## config.mk

```make
export PLATFORM = sky130hd
export DESIGN_NAME = next_pc_select
export DESIGN_NICKNAME = d
export VERILOG_FILES = /design/src/bp_pkg.sv /design/src/next_pc_select.sv
export SDC_FILE = /design/constraint.sdc
export NUM_CORES = 1
export LEC_CHECK = 0
export BUFFER_PORTS_ARGS = -buffer_cell sky130_fd_sc_hd__buf_2
export CAP_MARGIN = 20
export CORE_ASPECT_RATIO = 1.1
export CORE_MARGIN = 5
export CORE_UTILIZATION = 45
export DETAILED_ROUTE_END_ITERATION = 8
export PLACE_DENSITY_LB_ADDON = 0.05
export SLEW_MARGIN = 5
export SYNTH_ARGS = -nofsm -noshare
export SYNTH_HDL_FRONTEND = slang
export SYNTH_SLANG_ARGS = --single-unit
```

## constraint.sdc

```tcl
create_clock -name i_clk -period 5 [get_ports i_clk]
set_input_delay 0.25 -clock i_clk [delete_from_list [all_inputs] [get_ports i_clk]]
set_output_delay 0.25 -clock i_clk [all_outputs]
set_load 0.05 [all_outputs]
```

## src/bp_pkg.sv

```systemverilog
package bp_pkg;

	// Address and instruction geometry.
	localparam int XLEN        = 32;            // Instruction address width.
	localparam int PC_LSB      = 2;             // Lowest PC bit above the byte offset.

	// Table sizes.
	localparam int BTB_INDEX_W = 6;             // 64 BTB entries, PC[7:2].
	localparam int BHT_INDEX_W = 8;             // 256 counters, PC[9:2].
	localparam int BTB_TAG_W   = XLEN - BTB_INDEX_W - PC_LSB; // PC bits above the BTB index.

	typedef logic [XLEN-1:0] addr_t;            // Instruction address.

	// One BTB entry, 57 bits.
	typedef struct packed {
		logic                 valid;             // Entry holds a taken branch.
		logic [BTB_TAG_W-1:0] tag;               // Upper PC bits of the branch.
		addr_t                target;            // Last resolved target.
	} btb_entry_t;

	// 2-bit saturating counter, MSB set predicts taken.
	typedef logic [1:0] ctr_t;

	localparam ctr_t CTR_STRONG_NT = 2'd0;      // Strongly not taken.
	localparam ctr_t CTR_WEAK_NT   = 2'd1;      // Weakly not taken.
	localparam ctr_t CTR_WEAK_T    = 2'd2;      // Weakly taken.
	localparam ctr_t CTR_STRONG_T  = 2'd3;      // Strongly taken.
	localparam ctr_t CTR_RESET     = CTR_WEAK_NT; // Counter value after reset.

	localparam addr_t INSN_BYTES   = 32'd4;     // Fall-through step.

endpackage

```

## src/next_pc_select.sv

```systemverilog
`timescale 1ns/1ps

// Next-PC selection for the fetch side and misprediction check for the
// resolve side. Both paths give their results one edge after sampling.
module next_pc_select (
	input  logic          i_clk,              // Global clock, rising edge.
	input  logic          i_reset,            // Asynchronous reset, active low.
	input  logic          i_fetch_valid,      // Lookup request.
	input  bp_pkg::addr_t i_fetch_pc,         // Lookup address.
	input  logic          i_btb_hit,          // BTB entry matched.
	input  logic          i_bht_taken,        // Counter predicts taken.
	input  bp_pkg::addr_t i_btb_target,       // BTB target.
	input  logic          i_res_valid,        // Control transfer resolved this cycle.
	input  logic          i_res_taken,        // Resolved direction.
	input  logic          i_res_pred_taken,   // Direction that was predicted.
	input  bp_pkg::addr_t i_res_pc,           // PC of the resolving instruction.
	input  bp_pkg::addr_t i_res_target,       // Resolved target.
	input  bp_pkg::addr_t i_res_pred_target,  // Target that was predicted.
	output logic          o_pred_valid,       // Lookup result valid.
	output logic          o_pred_taken,       // Predicted taken.
	output bp_pkg::addr_t o_pred_pc,          // Predicted next PC.
	output logic          o_redirect,         // Misprediction, refetch needed.
	output bp_pkg::addr_t o_redirect_pc       // Corrected PC.
);

logic          pred_valid_q;    // Fetch valid lined up with the table reads.
bp_pkg::addr_t fetch_pc_q;      // Fetch PC lined up with the table reads.
bp_pkg::addr_t fall_through;    // Sequential next PC.
logic          dir_wrong;       // Direction mispredicted.
logic          target_wrong;    // Taken both ways, but to another address.
logic          redirect_q;      // Registered misprediction flag.
bp_pkg::addr_t redirect_pc_q;   // Registered corrected PC.

assign dir_wrong    = i_res_taken ^ i_res_pred_taken;
assign target_wrong = i_res_taken & i_res_pred_taken & (i_res_target != i_res_pred_target);

always_ff @(posedge i_clk or negedge i_reset) begin
	if (~i_reset) begin
		pred_valid_q <= 1'b0;
		redirect_q   <= 1'b0;
	end else begin
		pred_valid_q <= i_fetch_valid;
		redirect_q   <= i_res_valid & (dir_wrong | target_wrong);
	end
end

always_ff @(posedge i_clk) begin
	fetch_pc_q <= i_fetch_pc;
	// Taken goes to the resolved target, not taken falls through.
	redirect_pc_q <= i_res_taken ? i_res_target : i_res_pc + bp_pkg::INSN_BYTES;
end

assign fall_through = fetch_pc_q + bp_pkg::INSN_BYTES;

// Taken needs both a BTB hit and a taken counter.
assign o_pred_taken  = i_btb_hit & i_bht_taken;
assign o_pred_pc     = o_pred_taken ? i_btb_target : fall_through;
assign o_pred_valid  = pred_valid_q;
assign o_redirect    = redirect_q;
assign o_redirect_pc = redirect_pc_q;

endmodule

```

Word-level counts from Yosys, hierarchy flattened
Cells that the tools add are included.
{ "totals": {"wordCells": 15, "latchBits": 0, "out_inout_bits": 67, "mem_bits_rw": 0, "mem_bits_ro": 0, "inputBits": 168, "memories": 0, "register_bits": 66} }
{ "classes": {"addsub": 2, "n_lt_le_gt_ge": 0, "n_mux": 2, "div": 0, "bitwise": 6, "mul": 0, "eq_ne": 1, "shifts": 0, "reduce_logical": 0} }
{ "op_table": {"columns": ["cell", "count"], "rows": [
  ["32-bit by 3-bit adder with 32-bit output (second input constant)", 2],
  ["32-bit two-way mux", 2],
  ["32-bit != test", 1],
  ["1-bit AND", 4],
  ["1-bit OR", 1],
  ["1-bit bitwise XOR", 1]
]} }

Depth between registers and ports, before layout
Gate-level depths: netlist of the first run.
{ "depth": {"ltp_word": 4, "mapped_depth": 6, "ltp_nobuf": 6} }

Worst setup path before layout of the first run
OpenSTA, ideal clock, no wires.
{ "synth_path": {"kind": "register to output", "from": "register fetch_pc_q[5]", "to": "output port o_pred_pc[31]", "path_slack_ps": 2423, "arrival_ps": 2327, "required_time_ps": 4750, "stages_incl_launch_ff": 7, "n_path_buf": 1, "cell_sequence": "dfxtp_1 -> nand4_2 -> or4_1 -> buf_4 -> nor4_4 -> xnor2_1 -> a21oi_1"} }
{ "synth_between": {"elab_chain_cells": 2} }
{ "synth_lines": {"columns": ["item", "line", "source"], "rows": [
  ["start: declaration", "next_pc_select.sv:27", "bp_pkg::addr_t fetch_pc_q;"],
  ["start signal: assignment", "next_pc_select.sv:48", "fetch_pc_q <= i_fetch_pc;"],
  ["32-bit by 3-bit adder with 32-bit output", "next_pc_select.sv:53", "assign fall_through = fetch_pc_q + bp_pkg::INSN_BYTES;"],
  ["32-bit two-way mux", "next_pc_select.sv:57", "assign o_pred_pc = o_pred_taken ? i_btb_target : fall_through;"],
  ["end: declaration", "next_pc_select.sv:21", "output bp_pkg::addr_t o_pred_pc,"]
]} }
No other way between the ends.

Worst setup path after layout of the first run
{ "layout_path": {"from": "register fetch_pc_q[2]", "to": "output port o_pred_pc[26]"} }
The elaborated chain is that of the path after synthesis.

==> summary.md, run 1 <==
| Metric | Value |
|---|---|
| Maximum root-to-sink buffer count | 2 |
| Pleak | roughly 2.3 nW |
| EDFF count, synth | 0 |
| Num CTS Buffers | 9 |
| Post-Layout Inst Area | between 4000 and 5000 sq um |
| Power per cell area | about 280 nW/um^2 |
| Crit end category | output port |
| Sequential fraction of the synthesis area | 0.382 |
| Crit-path cells | ha_1 > nand2_1 > nor4_2 > nand4_1 > xor2_1 > a21oi_1 > buf_2 |
| Nets@finish | 825 |
| Internal | just under 0.0009 W |
| Sw Share | 0.358 |
| CP peak stage delay | 0.70 ns |
| Combinational cell fraction of total power | 0.292 |
| CTS H-tree depth | 3 |
| Sequential share of power | 0.422 |
| Chip height | 102 microns |
| Fin. max-slew vios | 0 |
| Filler Cells Inserted | 725 |
| Top_reg_cell synth | dfxtp_1 |
| Root Driver | clkbuf_8 |
| All-Layer GR Usage | 0.226 |
| Min-Delay Path Class | in -> reg |
| XOR/XNOR share of the synthesized area | 0.216 |
| Critical path's slowest cell | nor4_2 |
| Sw power | between 0.0004 and 0.0005 W |
| CP Buf/Inv Count | 1 |
| Ratio of final minimum period to clock period | 0.562 |
| Share of layout cells above drive strength 1 | 0.402 |
| Worst slew pin tran | 0.919 ns |
| CTS tree | done |
| Antenna violations before repair | 0 |
| Worst EP arrival | around 2.6 ns |
| Syn Inst Count | ~420 |
| Crit path time final | ~2.8 ns |
| Total number of vias | about 3,700 |
| Final core occ | 0.662 |
| Largest net degree at the start of global routing | around 60 |
| Vias per Instance | about 5 |
| Final WL | around 11,000 microns |
| Final WS setup | roughly 2.2 ns |
| DR iter-0 viols | 56 |
| Maximum VDD drop | 168 uV |
| I/O pins | roughly 240 |
| Pre-CTS setup slack | about 2.5 ns |
| Setup_tns | 0 ns |
| IO Port Bufs | approximately 230 |
| Max Clk Rate | around 0.36 GHz |
| Fin. Hold Viols | 0 |
| Library cells used by synthesis | 32 |
| Initial core utilization | 0.464 |
| Clk pin slew, worst setup/hold paths | around 0.07 ns |
| Status | completed |
| Vias in the first global route | approximately 3,700 |
| Unrepaired setup endpoints after global routing | false |
| Mux cell area share after synthesis | 0.0226 |
| Clock power share | 0.286 |
| Routability congestion estimate | slightly above 0.9 |
| CP Launch Type | flop |
| Syn Std Cell Area | between 3000 and 4000 sq um |
| Synthesized area per cell | approximately 8.3 sq um |
| Std cell rows | 33 |
| Max-Cap Viols | 0 |
| Cts repair resizes | 0 |
| Drt pass-1 iters | 4 |
| Hpwl dp | slightly above 9000 microns |
| Routed wire per std cell | approximately 14 microns |
| Placed inst area | 4730 sq um |
| Die Area | 9610 sq um |
| Final setup violation count | 0 |
| Slew Limit Headroom | 0.387 |
| First-pass GRT wire length | ~17,000 microns |
| Residual DRC | 0 |
| WS Path Type | reg -> out |
| Hold Buf Count CTS | 1 |
| Area growth syn-to-layout | 42.6% |
| Core area | between 7000 and 8000 sq um |
| Die span in x | roughly 94 microns |
| Main combinational cell family by area after synthesis | simple AND/OR/NAND/NOR gates |
| Synth async-reset ratio | 0.0303 |
| Clock sinks | 66 |
| WP data required | ~4.8 ns |
| Post-synthesis compound-gate area fraction | 0.0872 |
| Seq cells post-synth | 66 |
| CP top delay family | simple AND/OR/NAND/NOR gates |
| Post-detailed-route count of antenna-violating nets | 0 |
| Ys Warns | 0 |
| Adder-Cell Fraction of Synth Area | 0.0108 |
| Simple-gate area share of the yosys netlist | 0.255 |
| Total setup buffers inserted after CTS | 0 |
| Global route total overflow | 0 |
| Crit Path Max Fanout | 8 |
| Post-Syn Nets | ~600 |
## logic make-up (layout without fill, tap and decap cells)
family,count (synthesis),after routing
buffers and inverters,24,265
adders and majority gates,3,3
DFF,66,66
xor gates and xnor gates,86,86
and+or+nand+nor,173,173
AOI/OAI and AO/OA,59,59
other,0,1
muxes,7,7
## cells in the mapped netlist, types with 7 or more instances
cell type | count | area share
a21oi_1 | 29 | 0.042
nor2_1 | 43 | 0.046
xor2_1 | 52 | 0.13
and3_1 | 10 | 0.018
xnor2_1 | 34 | 0.085
inv_1 | 8 | 0.0086
mux2_2 | 7 | 0.023
nor4_1 | 15 | 0.027
dfxtp_1 | 64 | 0.37
clkbuf_1 | 13 | 0.014
nand4_1 | 14 | 0.025
nor3_1 | 7 | 0.010
o21ai_0 | 27 | 0.039
nand2_1 | 46 | 0.049
nand3_1 | 20 | 0.029
## through the flow
step                      total power, W  std cells  hold slack [ns]
final                            0.00138        765           0.0140
after global routing             0.00144        764        -0.000262
after CTS                        0.00138        758          0.00193
after detailed placement        0.000992        741           0.0442
after global placement          0.000988        741           0.0435
after floorplan                 0.000844        418          -0.0456
## worst paths after layout
path	start	endpoint	slack (ns)	cells past startpoint
hold / removal	i_fetch_pc[21]	fetch_pc_q[21]	0.01	1
max in group asynchronous	i_reset	o_pred_valid	4.67	2
setup / recovery	fetch_pc_q[2]	o_pred_pc[26]	2.19	7
min in group asynchronous	i_reset	o_redirect	0.23	2
## final cells by class
cell class | count | area [sq um] | area share
clock buffer | 11 | 141 | 0.0284
timing repair buffer | 241 | 1240 | 0.250
clock inverter | 5 | 30.0 | 0.00604
inverter | 8 | 30.0 | 0.00604
antenna | 1 | 2.50 | 0.000503
sequential | 66 | 1330 | 0.268
multi-input combinational | 328 | 2070 | 0.415
tap | 105 | 131 | 0.0264
## sequential cells by signal, indices dropped and copies added, names as in the netlist
signal and cells:
o_redirect_pc 32, o_redirect 1, o_pred_valid 1, fetch_pc_q 32
## routing by layer
metal / routed length [microns] / part of all wire / track usage
met2: 5490 / 0.50 / 0.395
met1: 4060 / 0.37 / 0.250
met3: 1100 / 0.10 / 0.0655
met5: 0 / 0 / 0
met4: 416 / 0.038 / 0.111
## power groups by stage
| stage | clock network, W | logic (W) | registers [W] |
|---|---|---|---|
| 6_report | 0.000393 | 0.000402 | 0.000581 |
| 5_1_grt | 0.000427 | 0.000432 | 0.000585 |
| 4_1_cts | 0.000398 | 0.000401 | 0.000581 |
| 3_5_place_dp | 0 | 0.000399 | 0.000592 |
| 3_3_place_gp | 0 | 0.000397 | 0.000591 |
| 2_1_floorplan | 0 | 0.000174 | 0.000670 |
## cell usage in the layout (no fill, tap or decap), drive strengths merged
cell type	count
o21ai	27
a221o	1
and3	10
dlygate4sd3	7
a31oi	1
nor4	18
nor3	10
o31ai	1
nand4	15
buf	234
dfrtp	2
or4	2
clkinv	3
xor2	52
clkinvlp	2
ha	3
nor2	43
nor2b	1
xnor2	34
mux2	7
a21oi	29
and2	1
and4	5
nand2	46
dfxtp	64
clkbuf	11
nand3	21
inv	8
diode	1
or3	1
Note: power is estimated with default switching activity, not from simulation.
==> run 2, diff against run 1 <==
- CORE_UTILIZATION: 45 -> 42
- clock period: 5 -> 2.9 ns (I/O delays scaled with it)
==> run 2 against run 1 <==
Compared with the run above:
- critical path depth is 1 lower
- highest routed layer unchanged
- largest power group unchanged
- worst hold slack gained 0.025 ns
- first-iteration DRC count up 23%
==> summary.md, run 2 (synthesis results as in run 1) <==
| Metric | Value |
|---|---|
| Status | completed |
| Multi-input combinational cell area | just over 2000 sq um |
| FF/Latch Area | 1330 sq um |
| Combinational cell fraction of total power | 0.290 |
| Vias in the first global route | approximately 4,000 |
| DR iter-0 viols | 69 |
| Residual DRC | 0 |
| Largest net degree at the start of global routing | 61 |
| Post-detailed-route count of antenna-violating nets | 0 |
| Fin. Hold Viols | 0 |
| Hpwl dp | 9490 microns |
| Final Non-Filler Cells | around 800 |
| Crit-path cells | nand4_2 > or4_1 > nor4_4 > xnor2_1 > a21oi_1 > buf_2 |
| Global route total overflow | 0 |
| CTS H-tree depth | 3 |
| Critical path's slowest cell | or4_1 |
| Power per cell area | between 400 and 500 nW/um^2 |
| Maximum VDD drop | between 200 and 300 uV |
| CP Launch Type | flop |
| Drt pass-1 iters | 4 |
| CTS tree | done |
| Sw Share | 0.344 |
| Final Hold Slack | 0.0388 ns |
| Unrepaired setup endpoints after global routing | false |
| Final WL | around 12,000 microns |
| Ratio of final minimum period to clock period | 0.915 |
| Filler Cells Inserted | approximately 730 |
| Crit Path Max Fanout | 9 |
| Worst Hold Depth | 3 |
| Clock sinks | 66 |
| I/O pins | between 200 and 250 |
| Vias per Instance | ~4.8 |
| Pleak | 2.44 nW |
| IO Port Bufs | 234 |
| Clock power share | 0.309 |
| Hold wc startpoint | i_res_target[25] |
| Min-Delay Path Class | in -> reg |
| Total number of vias | 3,845 |
| Nets@finish | ~860 |
| Worst slew pin tran | 0.928 ns |
| Routed wire per std cell | 14.9 microns |
| Std cell rows | 34 |
| Antenna diodes | 0 |
| WS Path Type | reg -> out |
| Antenna violations before repair | 0 |
| Sequential share of power | 0.400 |
| Routability congestion estimate | 0.874 |
| Share of layout cells above drive strength 1 | 0.388 |
| Max-Cap Viols | 0 |
| Slew Limit Headroom | 0.381 |
| Leading cell type in the layout, fill and taps excluded | buf_2 |
| Cell count after placement | roughly 750 |
| Sw power | 0.000860 W |
| Initial core utilization | 0.436 |
| WP data required | between 2 and 3 ns |
| Setup_tns | 0 ns |
| CP peak stage delay | 0.79 ns |
| Worst EP arrival | around 2.5 ns |
| Die span in x | approximately 97 microns |
| Num CTS Buffers | 9 |
| Final setup violation count | 0 |
| Crit path time final | approximately 2.7 ns |
| Core area | approximately 8000 sq um |
| Max Clk Rate | 0.377 GHz |
| Crit end category | output port |
| All-Layer GR Usage | 0.228 |
| Chip height | around 110 microns |
| First-pass GRT wire length | around 19,000 microns |
| Area growth syn-to-layout | 51.9% |
| Hold-critical path endpoint | o_redirect_pc[25] |
| Die Area | 10,200 sq um |
| Most frequent cells in the layout | 234 x buf_2, 64 x dfxtp_1, 52 x xor2_1 |
| Maximum root-to-sink buffer count | 2 |
| Internal | ~0.0016 W |
| Fin. max-slew vios | 0 |
| Root Driver | clkbuf_8 |
| Clk pin slew, worst setup/hold paths | roughly 0.080 ns |
[run 2: layout make-up]
type | instances | share of cell area
multi-input cells | 328 | 0.390
repair buffers | 272 | 0.291
flip-flops and latches | 66 | 0.251
clock buffers | 12 | 0.0274
well taps | 108 | 0.0255
clock inverters | 4 | 0.00968
inverters | 8 | 0.00567
[run 2: per-stage QoR]
step / area, sq um / total power [W] / setup slack, ns / utilization
2_1_floorplan: 3490 / 0.00146 / 0.428 / -
3_3_place_gp: 4760 / 0.00171 / 0.608 / 0.596
3_5_place_dp: 4760 / 0.00171 / 0.584 / 0.596
4_1_cts: 5300 / 0.00253 / 0.211 / 0.663
5_1_grt: 5300 / 0.00263 / 0.0715 / 0.663
6_report: 5300 / 0.00250 / 0.247 / 0.663
[run 2: how the worst max path moves through the flow]
stage	startpoint	depth (start not counted)	endpoint	slack, ns
6_report	fetch_pc_q[5]	6	o_pred_pc[31]	0.25
5_1_grt	fetch_pc_q[6]	6	o_pred_pc[31]	0.07
4_1_cts	fetch_pc_q[5]	6	o_pred_pc[31]	0.21
3_5_place_dp	fetch_pc_q[5]	6	o_pred_pc[31]	0.58
3_3_place_gp	fetch_pc_q[5]	6	o_pred_pc[31]	0.61
2_1_floorplan	fetch_pc_q[5]	6	o_pred_pc[31]	0.43
[run 2: metal layers]
| metal | vias to the layer above | global-route usage | wire (microns) |
|---|---|---|---|
| met1 | 1684 | 0.238 | 4530 |
| met3 | 20 | 0.0852 | 1050 |
| li1 | 1974 | - | - |
| met5 | - | 0 | 0 |
| met4 | 0 | 0.0832 | 266 |
| met2 | 167 | 0.418 | 6000 |
[run 2: critical path: cells and delay by family (launching register included)]
kind	cells	cell delay, ns
AOI/OAI and AO/OA	1	0.14
buffers and inverters	1	0.28
xor gates and xnor gates	1	0.09
DFF	1	0.41
and+or+nand+nor	3	1.26
[run 2: timing repair]
item,4_1_cts,5_1_grt
hold buffers,34,0
setup buffers,0,0
endpoints found under the hold margin,35,0
gates resized for setup,0,0
[run 2: power groups by stage]
stage               combinational [W]  clock [W]  sequential (W)
global placement             0.000684          0         0.00102
CTS                          0.000729   0.000796         0.00100
detailed placement           0.000690          0         0.00102
floorplan                    0.000301          0         0.00115
finish                       0.000726   0.000773         0.00100
global route                 0.000775   0.000843         0.00101
==> run 3, diff against run 2 <==
- ABC_AREA: unset -> 1
- CORE_UTILIZATION: 42 -> 44
==> run 3 against run 2 <==
Compared with the run above:
- utilization shrank 0.45 points
- sequential cell count is the same
- worst setup slack gained 0.36 ns
- clock power grew 17%
- final area grew 9.6%
- critical path type unchanged
- total power grew 6.7%
- area after synthesis grew 13%
- final cell count grew 23%
- global-route usage shrank 0.31 points
- critical path depth grew 4
- via count grew 18%
==> summary.md, run 3 <==
| Metric | Value |
|---|---|
| Ys Warns | 0 |
| Setup_tns | 0 ns |
| I/O pins | ~240 |
| Seq cells post-synth | 66 |
| Filler Cells Inserted | 815 |
| Top_reg_cell synth | dfxtp_1 |
| Min-Delay Path Class | in -> reg |
| Num CTS Buffers | 9 |
| Fin. Hold Viols | 0 |
| Synthesized area per cell | between 6 and 7 sq um |
| DR iter-0 viols | 95 |
| Most frequent cell after synthesis | nand2_1 |
| IO Port Bufs | roughly 230 |
| Root Driver | clkbuf_8 |
| Placed inst area | roughly 5200 sq um |
| Worst EP arrival | around 2.2 ns |
| Largest area contributor in the netlist | dfxtp_1 |
| Crit path time final | about 2.3 ns |
| Core area | just under 9000 sq um |
| Final core occ | 0.658 |
| Area share of the largest cell type after synthesis | 0.325 |
| Total number of vias | 4,542 |
| WS Path Type | reg -> out |
| Vias in the first global route | 4,558 |
| Std cell rows | 36 |
| Max Clk Rate | around 0.44 GHz |
| Crit Path Max Fanout | 4 |
| Most frequent cells in the layout | 234 x buf_2, 226 x nand2_1, 64 x dfxtp_1 |
| Largest net degree at the start of global routing | between 40 and 50 |
| Sequential fraction of the synthesis area | 0.338 |
| Chip height | ~110 microns |
| Unrepaired setup endpoints after global routing | false |
| Syn Inst Count | between 500 and 600 |
| Syn Std Cell Area | around 4000 sq um |
| Drt pass-1 iters | 4 |
| Routability congestion estimate | roughly 0.87 |
| Die Area | approximately 11,000 sq um |
| Routed wire per std cell | between 10 and 15 microns |
| First-pass GRT wire length | 19,600 microns |
| Slew Limit Headroom | 0.609 |
| CP Launch Type | flop |
| Antenna diodes | 0 |
| Die span in x | 100 microns |
| CTS tree | done |
| Vias per Instance | ~4.6 |
| Share of layout cells above drive strength 1 | 0.324 |
| WP data required | 2.76 ns |
| Final WL | 12,500 microns |
| Area growth syn-to-layout | 47.4% |
| Global route total overflow | 0 |
| Ranking of synthesized cells by area | dfxtp_1 33%, nand2_1 22%, xnor2_1 8.7%, xor2_1 6.9%, inv_1 5.0% |
| Maximum root-to-sink buffer count | 2 |
| Nets@finish | 1,032 |
| Clk pin slew, worst setup/hold paths | about 0.080 ns |
| Status | completed |
| CTS H-tree depth | 3 |
| Post-Layout Inst Area | slightly below 6000 sq um |
| Initial core utilization | 0.446 |
| EDFF count, synth | 0 |
| Power per cell area | 459 nW/um^2 |
| Leading cell type in the layout, fill and taps excluded | buf_2 |
| Hpwl dp | slightly above 10,000 microns |
| Library cells used by synthesis | 31 |
| Post-Syn Nets | 762 |
| All-Layer GR Usage | 0.225 |
| Worst slew pin tran | about 0.6 ns |
| Cts repair resizes | 0 |
| Antenna violations before repair | 0 |
| Pleak | ~3.0 nW |
| Residual DRC | 0 |
| Synth async-reset ratio | 0.0303 |
| Fin. max-slew vios | 0 |
| Ratio of final minimum period to clock period | 0.791 |
| Post-detailed-route count of antenna-violating nets | 0 |
| Worst Hold Depth | 3 |
| Clock sinks | 66 |
| Max-Cap Viols | 0 |
| Commonest cells in the netlist | 226 x nand2_1, 64 x dfxtp_1, 53 x inv_1 |
| Maximum VDD drop | between 200 and 250 uV |
| Final Hold Slack | around 0.023 ns |
| Final setup violation count | 0 |
| Crit end category | output port |
## run 3: where the power goes
part	leakage (nW)	internal, W	switching (W)
clock	0.116	0.000536	0.000365
combinational	2.31	0.000260	0.000511
sequential	0.564	0.000969	0.0000290
## run 3: routing by layer
layer,vias to the layer above,global-route usage,part of all wire
li1,2362,-,-
met1,2008,0.229,0.36
met2,153,0.435,0.54
met3,19,0.0621,0.081
met4,0,0.0799,0.018
met5,-,0,0
## run 3: timing repair
action | 4_1_cts | 5_1_grt
hold buffers | 35 | 0
setup buffers | 0 | 0
hold endpoints to repair | 36 | 0
## run 3: path summary, 6_finish.rpt
kind	from	end	slack (ns)
min in group asynchronous	i_reset	o_pred_valid	0.13
setup / recovery	fetch_pc_q[2]	o_pred_pc[30]	0.61
hold / removal	i_res_pc[0]	o_redirect_pc[0]	0.02
max in group asynchronous	i_reset	o_redirect	2.66
## run 3: cells by family (layout without fill, tap and decap cells)
family | Yosys count | in the layout | synth area share
AOI/OAI and AO/OA | 47 | 47 | 0.0622
xor gates and xnor gates | 70 | 70 | 0.156
adders and majority gates | 3 | 3 | 0.00952
buffers and inverters | 68 | 343 | 0.0651
DFF | 66 | 66 | 0.338
and+or+nand+nor | 337 | 337 | 0.370
## run 3: area by class of cell
class                           instances  area (sq um)  area share
Multi-Input combinational cell        457          2350       0.405
Timing Repair Buffer                  271          1540       0.264
Sequential cell                        66          1330       0.229
Inverter                               56           210      0.0362
Clock buffer                           11           151      0.0261
Tap cell                              114           143      0.0245
Clock inverter                          5          85.1      0.0146
## run 3: critical path, cell delays in order, from the launching register on
cell,delay [ns]
dfxtp_1,0.38
ha_1,0.22
nand3_2,0.13
nor3_4,0.23
nand2_2,0.14
nor2_4,0.16
inv_2,0.05
o21bai_1,0.13
nand3_1,0.08
nand2_1,0.06
buf_2,0.25
## run 3: per-stage QoR
step / setup WS (ns) / cells / total power (W)
after floorplan: 0.541 / 591 / 0.00149
after global placement: 1.01 / 929 / 0.00175
after detailed placement: 0.959 / 929 / 0.00175
after CTS: 0.558 / 980 / 0.00270
after global routing: 0.359 / 980 / 0.00281
final: 0.607 / 980 / 0.00267
